==> src/monitor_pkg.sv <==
package monitor_pkg;

        // --------------------
        // Widths
        // --------------------
        typedef logic [7:0]  trans_id_t;    // AXI ARID / RID
        typedef logic [31:0] addr_t;        // ARADDR
        typedef logic [7:0]  beat_cnt_t;    // Saturates at 255
        typedef logic [7:0]  tick_cnt_t;    // Timeout limit and slot tick count
        typedef logic [1:0]  axi_resp_t;    // RRESP

        // Event codes carried in the packet kind field
        typedef enum logic [3:0] {
                EV_NONE    = 4'd0,
                EV_COMPL   = 4'd1,    // Last beat, OKAY or EXOKAY
                EV_ERROR   = 4'd2,    // Some beat had SLVERR or DECERR
                EV_TIMEOUT = 4'd3     // Tick limit reached
        } event_kind_t;

        // Tracking slot FSM
        typedef enum logic [1:0] {
                SLOT_IDLE,
                SLOT_WAIT,            // Outstanding, beats and ticks counted
                SLOT_REPORT           // Event waiting for the reporter
        } slot_state_t;

        // Slot to reporter
        typedef struct packed {
                logic        pending;
                event_kind_t kind;
                trans_id_t   id;
                addr_t       addr;
                beat_cnt_t   beats;
        } slot_status_t;

        // Monitor bus packet, 64 bits, MSB first
        typedef struct packed {
                event_kind_t kind;
                logic [3:0]  unit_id;
                logic [7:0]  agent_id;
                trans_id_t   id;
                addr_t       addr;
                beat_cnt_t   beats;
        } monbus_pkt_t;

endpackage

==> src/trans_slot.sv <==
module trans_slot
        import monitor_pkg::*;
(
        input  logic         aclk,
        input  logic         arst_n,
        input  logic         alloc,                // One-hot bit from intake
        input  trans_id_t    alloc_id,
        input  addr_t        alloc_addr,
        input  logic         tick,
        input  logic         r_valid,
        input  logic         r_ready,
        input  logic         r_last,
        input  trans_id_t    r_id,
        input  axi_resp_t    r_resp,
        input  tick_cnt_t    cfg_timeout_ticks,
        input  logic         cfg_compl_enable,
        input  logic         cfg_error_enable,
        input  logic         cfg_timeout_enable,
        input  logic         ack,                  // Own bit of reporter ack
        output logic         occupied,
        output slot_status_t status
);

        slot_state_t state;
        trans_id_t   id_q;
        addr_t       addr_q;
        beat_cnt_t   beats_q;
        tick_cnt_t   ticks_q;                      // Ticks since allocation
        event_kind_t kind_q;
        logic        err_q;                        // Sticky error response

        logic        beat_hit;
        logic        beat_err;
        logic        err_any;
        logic        last_hit;
        logic        timed_out;
        event_kind_t done_kind;
        logic        done_en;

        // Beat match on own ID only
        assign beat_hit  = (state == SLOT_WAIT) && r_valid && r_ready && (r_id == id_q);
        assign beat_err  = beat_hit && r_resp[1];                  // SLVERR or DECERR
        assign err_any   = err_q || beat_err;
        assign last_hit  = beat_hit && r_last;
        assign timed_out = (state == SLOT_WAIT) && !last_hit &&    // Last beat wins
                           (ticks_q >= cfg_timeout_ticks);

        // Event kind and its enable
        assign done_kind = last_hit ? (err_any ? EV_ERROR : EV_COMPL) : EV_TIMEOUT;
        assign done_en   = last_hit ? (err_any ? cfg_error_enable : cfg_compl_enable)
                                    : cfg_timeout_enable;

        // --------------------
        // Slot FSM
        // --------------------
        always_ff @(posedge aclk or negedge arst_n) begin
                if (!arst_n) begin
                        state   <= SLOT_IDLE;
                        ticks_q <= '0;
                        err_q   <= 1'b0;
                        kind_q  <= EV_NONE;
                end else begin
                        case (state)
                        SLOT_IDLE: if (alloc) begin
                                state   <= SLOT_WAIT;
                                ticks_q <= '0;           // Older ticks do not count
                                err_q   <= 1'b0;
                                kind_q  <= EV_NONE;
                        end
                        SLOT_WAIT: begin
                                if (tick && ticks_q != '1)
                                        ticks_q <= ticks_q + 8'd1;
                                if (beat_err)
                                        err_q <= 1'b1;
                                if (last_hit || timed_out) begin
                                        kind_q <= done_kind;
                                        state  <= done_en ? SLOT_REPORT : SLOT_IDLE;  // Disabled frees
                                end
                        end
                        SLOT_REPORT: if (ack) begin    // Beats and ticks ignored here
                                state  <= SLOT_IDLE;
                                kind_q <= EV_NONE;
                        end
                        default: state <= SLOT_IDLE;
                        endcase
                end
        end

        // Payload
        always_ff @(posedge aclk) begin
                if (state == SLOT_IDLE && alloc) begin
                        id_q    <= alloc_id;
                        addr_q  <= alloc_addr;
                        beats_q <= '0;
                end else if (beat_hit && beats_q != '1) begin
                        beats_q <= beats_q + 8'd1;      // Saturating, last beat included
                end
        end

        assign occupied       = (state != SLOT_IDLE);
        assign status.pending = (state == SLOT_REPORT);
        assign status.kind    = kind_q;
        assign status.id      = id_q;
        assign status.addr    = addr_q;
        assign status.beats   = beats_q;

endmodule

==> config.mk <==
export PLATFORM = sky130hd
export DESIGN_NAME = trans_slot
export DESIGN_NICKNAME = d
export VERILOG_FILES = /design/src/monitor_pkg.sv /design/src/trans_slot.sv
export SDC_FILE = /design/constraint.sdc
export NUM_CORES = 1
export LEC_CHECK = 0
export BUFFER_PORTS_ARGS = -buffer_cell sky130_fd_sc_hd__buf_2
export CAP_MARGIN = 20
export CORE_AREA = 5 5 87 89
export CTS_BUF_LIST = sky130_fd_sc_hd__clkbuf_4 sky130_fd_sc_hd__clkbuf_8
export DETAILED_ROUTE_END_ITERATION = 10
export DIE_AREA = 0 0 92 94
export GPL_TIMING_DRIVEN = 0
export PLACE_DENSITY = 0.7
export SLEW_MARGIN = 10
export SYNTH_ARGS = -nofsm -noshare
export SYNTH_HDL_FRONTEND = slang
export SYNTH_SLANG_ARGS = --single-unit
==> constraint.sdc <==
create_clock -name aclk -period 5.2 [get_ports aclk]
set_clock_uncertainty 0.2 [all_clocks]
set_input_delay 0.26 -clock aclk [delete_from_list [all_inputs] [get_ports aclk]]
set_output_delay 0.26 -clock aclk [all_outputs]
set_load 0.02 [all_outputs]
==> out/metrics.yaml <==
sta:
  fin_crit_sh_pct: 45.1
  setup_violations: 0
  clock.fmax_mhz: 426
  tns_ps: 0
  slew_headroom_pct: 48.8
  hold_viol: 0
  drv_slew: 0
  rsz0062_at_grt: "false"
  period_needed_ps: 2350
  worstMarginPinSlew_ps: 763
worst_setup_path:
  critical_path.top_delay_family: "buffers and inverters"
  reg2reg_depth: 5
  worstSetupPathType: "reg2reg"
  r2r_setup_slack_ps: 2850
  crit_path_max_incr_delay_ps: 530
  critical_path.cell_chain: "nor2_1 -> nand2_1 -> inv_1 -> buf_2 -> buf_16"
  slowest_stage: "buf_2"
  end_kind: "register"
  r2r-start: "state[1]$_DFFE_PN0P_"
  crit_fanout: 25
  cp.arrival_ps: 2180
  critPathBufInv: 3
  cp-start-kind: "register"
  r2r-end: "addr_q[22]$_DFFE_PP_"
  crit_required_ps: 5030
clock_tree:
  cts_inserted_buffers: 9
  htreeDepth: 3
  path_clk_slew_ps: 60
  cts_setup_buffers: 0
  post_cts_resized: 0
  cts_tree: "built"
  postCtsHoldBufs: 43
  clockBufferDepth: 2
  clock-sinks: 61
  cts-root-buf: "clkbuf_8"
  clk_latency_ps: 320
yosys:
  yosysTopAreaCellShare_pct: 45.5
  ys_types: 43
  synth.avg_cell_area_um2: 12.8
  synth_seq_cells: 61
  yosys_warnings: 0
  synth_area_um2: 2640
  synthFlopType: "edfxtp_1"
  synth_edf_count: 40
  yosysSeqAreaShare_pct: 63.9
  synthTopCellsByArea: "edfxtp_1 (46%), dfrtp_1 (12%), dfxtp_1 (6.1%)"
  ys_async_sr_fraction_pct: 21.3
  synthCells: 206
  yosysTopAreaCell: "edfxtp_1"
placed_design:
  numPortBuffers: 119
  hpwl_mm: 4.91
  postPlaceCellArea_um2: 3370
  place_congestion: 0.795
finish:
  seq_area_um2: 1690
  post-route-cell-area_um2: 4010
  drive_above_1_share_pct: 36.6
  multiInputGateArea_um2: 873
  fill_cells: 574
  antennaDiodeCount: 0
  area_growth_syn_to_layout_pct: 51.8
  nNetsFinal: 460
grt:
  gr-usage-all-layers_pct: 16.4
  antenna_found_initial: 0
  grt-ovfl-total: 0
  grt_start_max_net_pins: 26
  grt_first_pass_wirelength_mm: 10.9
  first_global_vias: 2327
detailed_routing:
  drtIter0Drc: 83
  num_vias: 2237
  drc: 0
  post_drt_wl_per_cell_um: 15.0
  vias_per_cell: 4.81
  ant_nets: 0
  drt_pass1_iterations: 4
  postRouteWirelength_mm: 6.98
floorplan:
  num_io_pins: 123
  fp-row-count: 30
  dieArea_um2: 8650
  start_util_pct: 39.5
  fp.dieH_um: 94
  core_um2: 6680
  die_width_um: 92
status:
  outcome: "completed"
run:
  maxCapViolations: 0
pwr:
  vdd_drop_max_mv: 0.192
  p_leak_nw: 1.80
  p_per_area_nw_per_um2: 402
hold_path:
  holdPathStages: 3
  worstHoldStart: "ack"
  min_to: "state[1]$_DFFE_PN0P_"
  hold_class: "in2reg"
## area by class of cell
type                            instances  area share, %
Sequential cell                        61           42.1
Timing Repair Buffer                  163           26.3
Multi-Input combinational cell        126           21.8
Clock buffer                           10           3.28
Tap cell                               80           2.50
Clock inverter                          5           1.91
Inverter                               17           1.59
Buffer                                  3          0.500
## layout by cell type, fill, tap and decap left out, drive strengths merged, types with 2 or more instances in the layout
master       instances
nor3                 3
a22o                 6
xnor2               13
bufinv               2
o31ai                2
mux2i                6
dfrtp               13
conb                 2
a211oi               2
nor2                13
o21ai                6
nand2b               2
nand2               16
ha                  10
a21oi                5
or3                  4
nand4                6
edfxtp              40
a2111oi              2
or4                  2
dfxtp                8
inv                 17
buf                123
clkinv               2
nor4                 2
dlygate4sd3         43
a21o                 2
nand3                6
o211ai               2
clkbuf              10
## cell families after synthesis
group	after synthesis	synth area share (%)
buffers and inverters	20	3.13
other	1	0.142
adder cells (fa/ha/maj)	10	4.74
multiplexers	6	2.28
AO/OA/AOI/OAI	34	9.25
XOR/XNOR	13	4.31
AND/OR/NAND/NOR	61	12.2
flip-flops	61	63.9
## power by group
part | switching [mW] | internal [mW]
Sequential | 0.0497 | 0.628
Combinational | 0.296 | 0.192
Clock | 0.172 | 0.270
## cell usage after synthesis (6+ instances only)
cell type / number
nor2_1: 13
dfrtp_1: 13
a22o_1: 6
nand2_1: 16
dfxtp_1: 8
mux2i_1: 6
xnor2_1: 13
nand3_1: 6
o21ai_0: 6
inv_1: 17
edfxtp_1: 40
ha_1: 10
## worst max path at each step
stage,from,endpoint,depth (start not counted)
6_report,state[1]$_DFFE_PN0P_,addr_q[22]$_DFFE_PP_,5
5_1_grt,state[1]$_DFFE_PN0P_,id_q[2]$_DFFE_PP_,5
4_1_cts,state[1]$_DFFE_PN0P_,addr_q[12]$_DFFE_PP_,5
3_5_place_dp,state[1]$_DFFE_PN0P_,addr_q[22]$_DFFE_PP_,5
3_3_place_gp,state[1]$_DFFE_PN0P_,addr_q[26]$_DFFE_PP_,4
2_1_floorplan,state[0]$_DFFE_PN0P_,addr_q[0]$_DFFE_PP_,4
## per-stage QoR
step / power [mW] / setup WS [ps] / util (%) / std cells / hold slack (ps)
final: 1.61 / 2850 / 59.9 / 465 / 63.8
after global routing: 1.70 / 2670 / 59.9 / 465 / 67.1
after CTS: 1.63 / 2820 / 59.9 / 465 / 33.6
after detailed placement: 1.15 / 2850 / 50.4 / 407 / -26.3
after global placement: 1.13 / 1640 / 50.0 / 406 / -32.3
after floorplan: 0.977 / 2440 / - / 207 / -236
## flip-flops by register name, indices dropped and copies added (netlist names)
name     count
addr_q      32
beats_q      8
err_q        1
id_q         8
kind_q       2
state        2
ticks_q      8
## routing by layer
metal  track usage [%]  wire length (µm)  vias up  part of all wire (%)
li1                  -                 -     1111                     -
met1              17.6              2760     1029                    39
met2              29.2              3560       85                    51
met3              6.81               522       12                   7.5
met4              5.45               144        0                   2.1
met5                 0                 0        -                     0
## worst min-delay path, delay by kind of cell
kind | cells | cell delay (ps)
compound gates | 2 | 190
buf+inv | 1 | 110
Power figures use the tool's default switching activity.
