### config.mk
export PLATFORM = sky130hd
export DESIGN_NAME = trans_intake
export DESIGN_NICKNAME = d
export VERILOG_FILES = /design/src/monitor_pkg.sv /design/src/trans_intake.sv
export SDC_FILE = /design/constraint.sdc
export NUM_CORES = 1
export LEC_CHECK = 0
export ABC_CLOCK_PERIOD_IN_PS = 1200
export BUFFER_PORTS_ARGS = -buffer_cell sky130_fd_sc_hd__buf_2
export CAP_MARGIN = 20
export CORE_ASPECT_RATIO = 1.1
export CORE_MARGIN = 1
export CORE_UTILIZATION = 31
export DETAILED_ROUTE_END_ITERATION = 10
export PLACE_DENSITY = 0.76
export REMOVE_ABC_BUFFERS = 1
export SYNTH_ARGS = -nofsm -noshare
export SYNTH_HDL_FRONTEND = slang
export SYNTH_SLANG_ARGS = --single-unit
### constraint.sdc
create_clock -name aclk -period 1.2 [get_ports aclk]
set_clock_uncertainty 0.05 [all_clocks]
set_input_delay 0.12 -clock aclk [delete_from_list [all_inputs] [get_ports aclk]]
set_output_delay 0.12 -clock aclk [all_outputs]
set_load 0.02 [all_outputs]
### src/monitor_pkg.sv
package monitor_pkg;

        // --------------------
        // Widths
        // --------------------
        typedef logic [7:0]  trans_id_t;    // AXI ARID / RID
        typedef logic [31:0] addr_t;        // ARADDR
        typedef logic [7:0]  beat_cnt_t;    // Saturates at 255
        typedef logic [7:0]  tick_cnt_t;    // Timeout limit and slot tick count
        typedef logic [1:0]  axi_resp_t;    // RRESP

        // Event codes carried in the packet kind field
        typedef enum logic [3:0] {
                EV_NONE    = 4'd0,
                EV_COMPL   = 4'd1,    // Last beat, OKAY or EXOKAY
                EV_ERROR   = 4'd2,    // Some beat had SLVERR or DECERR
                EV_TIMEOUT = 4'd3     // Tick limit reached
        } event_kind_t;

        // Tracking slot FSM
        typedef enum logic [1:0] {
                SLOT_IDLE,
                SLOT_WAIT,            // Outstanding, beats and ticks counted
                SLOT_REPORT           // Event waiting for the reporter
        } slot_state_t;

        // Slot to reporter
        typedef struct packed {
                logic        pending;
                event_kind_t kind;
                trans_id_t   id;
                addr_t       addr;
                beat_cnt_t   beats;
        } slot_status_t;

        // Monitor bus packet, 64 bits, MSB first
        typedef struct packed {
                event_kind_t kind;
                logic [3:0]  unit_id;
                logic [7:0]  agent_id;
                trans_id_t   id;
                addr_t       addr;
                beat_cnt_t   beats;
        } monbus_pkt_t;

endpackage

### src/trans_intake.sv
module trans_intake
        import monitor_pkg::*;
#(
        parameter int NUM_SLOTS = 8
) (
        input  logic                 aclk,
        input  logic                 arst_n,
        input  logic                 ar_valid,
        input  logic                 ar_ready,
        input  trans_id_t            ar_id,
        input  addr_t                ar_addr,
        input  logic [3:0]           cfg_tick_div,    // Tick period minus one
        input  logic [NUM_SLOTS-1:0] occupied,
        output logic [NUM_SLOTS-1:0] alloc_onehot,
        output trans_id_t            alloc_id,
        output addr_t                alloc_addr,
        output logic                 tick,
        output logic [7:0]           active_count,
        output logic                 busy,
        output logic                 near_full
);

        logic [NUM_SLOTS-1:0] free_onehot;    // Lowest free slot
        logic                 all_full;
        logic                 ar_take;        // Handshake that gets a slot
        logic [3:0]           div_cnt;
        logic [7:0]           occ_sum;

        // --------------------
        // Slot allocation
        // --------------------
        always_comb begin
                free_onehot = '0;
                for (int i = NUM_SLOTS - 1; i >= 0; i--) begin    // Last hit wins, lowest
                        if (!occupied[i]) begin
                                free_onehot    = '0;
                                free_onehot[i] = 1'b1;
                        end
                end
        end

        assign all_full     = &occupied;                      // No slot, AR goes untracked
        assign ar_take      = ar_valid && ar_ready && !all_full;
        assign alloc_onehot = ar_take ? free_onehot : '0;
        assign alloc_id     = ar_id;                          // Captured by the slot itself
        assign alloc_addr   = ar_addr;

        // Timeout prescaler
        always_ff @(posedge aclk or negedge arst_n) begin
                if (!arst_n) begin
                        div_cnt <= '0;
                        tick    <= 1'b0;
                end else if (div_cnt == cfg_tick_div) begin
                        div_cnt <= '0;
                        tick    <= 1'b1;                      // One cycle pulse
                end else begin
                        div_cnt <= div_cnt + 4'd1;
                        tick    <= 1'b0;
                end
        end

        // --------------------
        // Occupancy
        // --------------------
        always_comb begin
                occ_sum = '0;
                for (int i = 0; i < NUM_SLOTS; i++) begin
                        occ_sum = occ_sum + 8'(occupied[i]);
                end
        end

        always_ff @(posedge aclk or negedge arst_n) begin
                if (!arst_n)
                        active_count <= '0;
                else
                        active_count <= occ_sum;              // One cycle behind slot state
        end

        assign busy      = (active_count != 8'd0);
        assign near_full = (int'(active_count) >= NUM_SLOTS - 2);

endmodule

==> results.json, run 1 <==
{
  "dp_hpwl_um": 3197,
  "power.static_leakage_uw": 0.0006459,
  "hold_ws_ns": 0.1344,
  "failed_checks": "DRC, setup timing",
  "portBuffers": 30,
  "synth_top_family_by_area": "buffers and inverters",
  "route.detailed.wl_per_inst_um": 22.80,
  "grt_usage_pct": 20.60,
  "layout.cells.most_common_list": "sky130_fd_sc_hd__buf_2 (20), sky130_fd_sc_hd__buf_4 (20), sky130_fd_sc_hd__inv_1 (11), sky130_fd_sc_hd__buf_6 (11), sky130_fd_sc_hd__dfrtp_1 (8)",
  "drt-vias-per-instance": 4.810,
  "yosysWarningCount": 0,
  "drt_drc_violations_left": 7,
  "setup_ws_ns": -1.188,
  "grt_max_degree": 10,
  "synthXorXnorAreaFrac_pct": 6.580,
  "floorplan.die.width_um": 57.88,
  "drive_gt1_share_pct": 55.97,
  "crit_path_end_kind": "flop",
  "rows": 21,
  "antenna_cells": 0,
  "synth_cell_type_count": 32,
  "vdd_drop_max_mv": 0.4318,
  "hold_viol_final": 0,
  "grt.overflow.total": 0,
  "clockBufferDepth": 2,
  "grt_pass1_vias": 792,
  "core_area_um2": 3153,
  "timing.hold.worst.class": "primary input to flop",
  "clock-root-buffer": "sky130_fd_sc_hd__clkbuf_4",
  "startpoint_type": "primary input",
  "worstPathCellList": "buf_8, fa_1, inv_2, fa_1, fa_2, inv_2, ha_4, inv_2, fa_1, xnor2_1",
  "final.period_utilization_pct": 199.0,
  "io_pins": 115,
  "height_of_the_die_um": 63.47,
  "design.die.area_um2": 3673,
  "powerDensity_nw_per_um2": 1723,
  "pre_cts_slack_ns": -1.533,
  "drt.antenna.violating_nets": 0,
  "setup_violations": 10,
  "initial_core_utilization_pct": 33.77,
  "antenna_found_initial": 0,
  "crit_type": "primary input to flop",
  "cts.htree.levels": 1,
  "cp.required_ns": 1.30,
  "syn_inst": 117,
  "fmax_achieved_mhz": 418.8,
  "clk_latency_ns": 0.26,
  "mappedNetlistArea_um2": 1065,
  "synthesis.area_per_instance_um2": 9.101,
  "worst_path_largest_cell_delay_ns": 0.54,
  "grt_pass1_wl_um": 5050,
  "route.final.wire_length_um": 3830,
  "area_growth_pct": 21.15,
  "synth.mux.area_fraction_pct": 0,
  "routed-via-count": 808,
  "drtIter0Drc": 44,
  "totalPowerFinal_uw": 2222,
  "cp_data_arrival_time_ns": 2.49,
  "synth-seq-cells": 9,
  "status": "complete, but fails checks",
  "rsz0062_at_grt": "true",
  "fillCellCount": 317,
  "crit_path_max_fanout": 2,
  "place_congestion": 0.8621,
  "drv_slew": 0,
  "synth_seq_area_share_pct": 21.15,
  "tritoncts": "built",
  "area_fraction_in_compound_gates_after_synthesis_pct": 7.403,
  "path_clk_slew_ns": 0.06,
  "timing.final.crit_period_ns": 2.388,
  "slowest_stage": "sky130_fd_sc_hd__fa_1",
  "clock_sink_count": 9,
  "max_capacitance_violation_total": 0,
  "multiInputGateArea_um2": 534.3,
  "total_cts_buffers": 3,
  "finish.net_count": 201,
  "seq_area_um2": 226.5,
  "synth_adder_area_share_pct": 14.57,
  "yosys.area_share.simple_pct": 13.98,
  "dr.pass1.iters": 9
}
[logic make-up after synthesis]
family,Yosys count
other cells,1
simple gates,25
flops,9
xor+xnor,5
compound gates,9
fa+ha+maj,10
buf+inv,58
[area by class of cell]
cell class | instances | area share (%)
Tap cell | 34 | 3.298
Clock buffer | 3 | 1.746
Sequential cell | 9 | 17.56
Clock inverter | 1 | 0.3880
Multi-Input combinational cell | 53 | 41.42
Timing Repair Buffer | 54 | 31.52
Inverter | 14 | 4.074
[path summary, 6_finish.rpt]
kind	from	to	slack, ns	cells past startpoint
worst min-delay path	occupied[2]	active_count[0]	0.13	2
worst max-delay path	occupied[0]	active_count[2]	-1.19	10
max in group asynchronous	arst_n	div_cnt[1]	0.71	2
worst min register to register	div_cnt[0]	div_cnt[0]	0.55	2
min in group asynchronous	arst_n	active_count[1]	0.19	2
worst max register to register	div_cnt[2]	div_cnt[3]	-0.06	3
[repair_timing]
item	4_1_cts	5_1_grt
hold endpoints to repair	9	0
gates cloned	0	0
hold buffers	1	0
pin swaps	5	6
buffers inserted	7	5
setup endpoints to repair	10	17
gates resized for setup	22	15
[state kept, by name, indices dropped and copies added (netlist names)]
| signal | cells |
|---|---|
| div_cnt | 4 |
| active_count | 4 |
| tick | 1 |
[routing by layer]
metal  GRT usage (%)  routed length (um)  vias to the layer above
met5           3.175                   0                        -
met4           3.274                  13                        0
met3           24.64                 960                        2
met2           29.74                1705                       72
met1           18.81                1150                      375
li1                -                   -                      359
[per-stage QoR]
stage | cells | util (%) | TNS, ns | instance area [um^2]
detailed placement | 153 | 32.86 | -5.671 | 1036
CTS | 164 | 38.02 | -4.660 | 1199
floorplan | 76 | - | -4.572 | 745.7
finish | 168 | 40.91 | -4.643 | 1290
global route | 168 | 40.91 | -5.340 | 1290
global placement | 153 | 32.86 | -5.399 | 1036
[critical path: cells and delay by family]
family | cells | cell delay (ns)
fa+ha+maj | 5 | 1.97
buf+inv | 4 | 0.25
xor+xnor | 1 | 0.14
[power breakdown]
part           internal, uW  switching [uW]  leakage, uW
Sequential              437             122     0.000110
Clock                   123             111    0.0000177
Combinational           748             682     0.000518
[Yosys cell counts (all sizes together)]
cell type | n | area (um^2)
and2 | 1 | 6.260
xor2 | 4 | 61.32
nor2b | 2 | 12.51
nand3 | 1 | 5.000
conb | 1 | 3.750
o22ai | 1 | 6.260
dfrtp | 9 | 225.2
or3b | 2 | 17.52
nor4b | 1 | 8.760
inv | 14 | 52.55
o211ai | 1 | 7.510
nand2 | 4 | 15.01
a31oi | 1 | 6.260
a21o | 1 | 7.510
nand2b | 1 | 6.260
o41ai | 1 | 8.760
or4 | 1 | 7.510
nand4 | 2 | 12.51
a211oi | 2 | 25.02
fa | 4 | 80.08
o31ai | 1 | 12.51
buf | 44 | 330.3
ha | 6 | 75.07
nor4 | 3 | 25.02
a21oi | 1 | 5.000
nor3b | 1 | 7.510
nor3 | 2 | 10.01
nor2 | 4 | 15.01
xnor2 | 1 | 8.760
Power figures use the tool's default switching activity.
==> run 2: changes to the inputs <==
- ABC_CLOCK_PERIOD_IN_PS: 1200 -> 2600
- CORE_UTILIZATION: 31 -> 35
- PLACE_DENSITY: 0.76 -> 0.81
- clock period: 1.2 -> 2.6 ns (I/O delays scaled with it)
==> results.json, run 2 (synthesized netlist as in run 1, its figures left out) <==
{
  "reg2reg_depth": 3,
  "rows": 20,
  "hold-path-cell-count": 2,
  "total_cts_buffers": 3,
  "crit_type": "primary input to flop",
  "clockBufferDepth": 2,
  "slowest_stage": "sky130_fd_sc_hd__fa_1",
  "area_growth_pct": -6.228,
  "io_pins": 115,
  "drt.antenna.violating_nets": 0,
  "setup_violations": 0,
  "clock_sink_count": 9,
  "postCtsSetupBuffers": 0,
  "drt_drc_violations_left": 0,
  "vdd_drop_max_mv": 0.3729,
  "max_capacitance_violation_total": 0,
  "setup_tns_ns": 0,
  "layout_commonest_cell": "sky130_fd_sc_hd__buf_2",
  "power.share.switching_pct": 43.49,
  "pre_cts_slack_ns": -0.2300,
  "path_clk_slew_ns": 0.06,
  "drv_slew": 0,
  "cts.htree.levels": 1,
  "placedCellCount": 142,
  "worst_path_largest_cell_delay_ns": 0.53,
  "total_switching_power_uw": 323.8,
  "drive_gt1_share_pct": 37.72,
  "tritoncts": "built",
  "power_frac_comb_pct": 50.8,
  "power_report.internal_total_uw": 420.7,
  "powerDensity_nw_per_um2": 745.7,
  "clk_latency_ns": 0.25,
  "worstSetupPathDepth": 10,
  "height_of_the_die_um": 59.85,
  "finalNonFillerCells": 147,
  "setup_ws_ns": 0.03470,
  "design.die.area_um2": 3267,
  "layout.cells.most_common_list": "sky130_fd_sc_hd__buf_2 (30), sky130_fd_sc_hd__inv_1 (14), sky130_fd_sc_hd__dfrtp_1 (9)",
  "power.static_leakage_uw": 0.0005177,
  "fmax_achieved_mhz": 389.8,
  "cp.required_ns": 2.69,
  "routed-via-count": 708,
  "place_congestion": 0.7088,
  "route.final.wire_length_um": 3341,
  "dp_hpwl_um": 3119,
  "cp_data_arrival_time_ns": 2.65,
  "critPathMostFrequentCell": "sky130_fd_sc_hd__fa_1",
  "crit_path_end_kind": "flop",
  "route.detailed.wl_per_inst_um": 22.73,
  "worstPathCellList": "buf_2, fa_1, inv_1, fa_1, fa_1, inv_1, ha_2, inv_1, fa_1, xnor2_1",
  "grt_pass1_vias": 637,
  "hold_viol_final": 0,
  "hold_ws_ns": 0.3123,
  "final.period_utilization_pct": 98.67,
  "largestRegisters": "active_count x4, div_cnt x4, tick x1",
  "drtIter0Drc": 6,
  "grt_pass1_wl_um": 4195,
  "clockPowerShare_pct": 13.5,
  "p_seq_share_pct": 35.7,
  "timing.final.crit_period_ns": 2.565,
  "antenna_cells": 0,
  "clock-root-buffer": "sky130_fd_sc_hd__clkbuf_4",
  "dr.pass1.iters": 4,
  "startpoint_type": "primary input",
  "drt-vias-per-instance": 4.816,
  "grt_max_degree": 10,
  "initial_core_utilization_pct": 37.65,
  "post_place_instance_area_um2": 959.7,
  "crit_path_max_fanout": 2,
  "cp.buffers_inverters": 4,
  "core_area_um2": 2828,
  "finish.net_count": 181,
  "post-route-cell-area_um2": 998.5,
  "timing.hold.worst.class": "primary input to flop",
  "status": "finished, final reports clean",
  "floorplan.die.width_um": 54.59,
  "path_delay_family": "adder cells",
  "portBuffers": 30,
  "grt.overflow.total": 0,
  "grt_usage_pct": 20.85,
  "antenna_found_initial": 0,
  "rsz0062_at_grt": "true"
}
run 2: changes by cell type in the layout (fill, tap and decap cells not counted), sizes merged:
| cell | change |
|---|---|
| clkinv | -1 |
| buf | -19 |
run 2: timing repair:
action / 4_1_cts / 5_1_grt
setup endpoints to repair: 0 / 2
endpoints found under the hold margin: 9 / 0
hold buffers: 1 / 0
resized for setup: 0 / 1
run 2: path summary, 6_finish.rpt:
kind | endpoint | slack [ns] | from
max | active_count[2] | 0.03 | occupied[0]
min | active_count[0] | 0.31 | occupied[2]
max reg2reg | div_cnt[1] | 1.26 | div_cnt[1]
min reg2reg | div_cnt[0] | 0.52 | div_cnt[0]
max in group asynchronous | div_cnt[2] | 1.98 | arst_n
min in group asynchronous | active_count[1] | 0.34 | arst_n
run 2: layer usage:
| metal | GRT usage [%] | up-vias | routed length (um) |
|---|---|---|---|
| li1 | - | 324 | - |
| met1 | 16.54 | 309 | 927 |
| met2 | 33.39 | 73 | 1453 |
| met3 | 22.14 | 2 | 936 |
| met4 | 6.593 | 0 | 24 |
| met5 | 0 | - | 0 |
run 2: power groups by stage:
stage / combinational, uW / clock [uW] / sequential, uW
floorplan: 241 / 0 / 291
global placement: 370 / 0 / 266
detailed placement: 375 / 0 / 267
CTS: 379 / 105 / 265
global route: 431 / 112 / 276
finish: 378 / 100 / 266
run 2: worst register-to-register path, cell delays in order, from the launching register on:
cell and delay (ns):
sky130_fd_sc_hd__dfrtp_1 0.45, sky130_fd_sc_hd__xor2_4 0.20, sky130_fd_sc_hd__nor4_2 0.42, sky130_fd_sc_hd__nor2b_1 0.09
run 2: cell type report:
| class | instances | area, um^2 |
|---|---|---|
| flip-flops and latches | 9 | 225.2 |
| multi-input cells | 53 | 470.5 |
| well taps | 33 | 41.29 |
| clock buffers | 4 | 26.28 |
| repair buffers | 34 | 182.7 |
| inverters | 14 | 52.55 |
| fillers | 305 | 1829 |
run 2: metrics by stage:
stage | util (%) | total power (uW)
CTS | 35.22 | 749.3
global placement | 33.94 | 635.2
global route | 35.31 | 819.3
detailed placement | 33.94 | 642.5
finish | 35.31 | 744.5
floorplan | - | 531.7
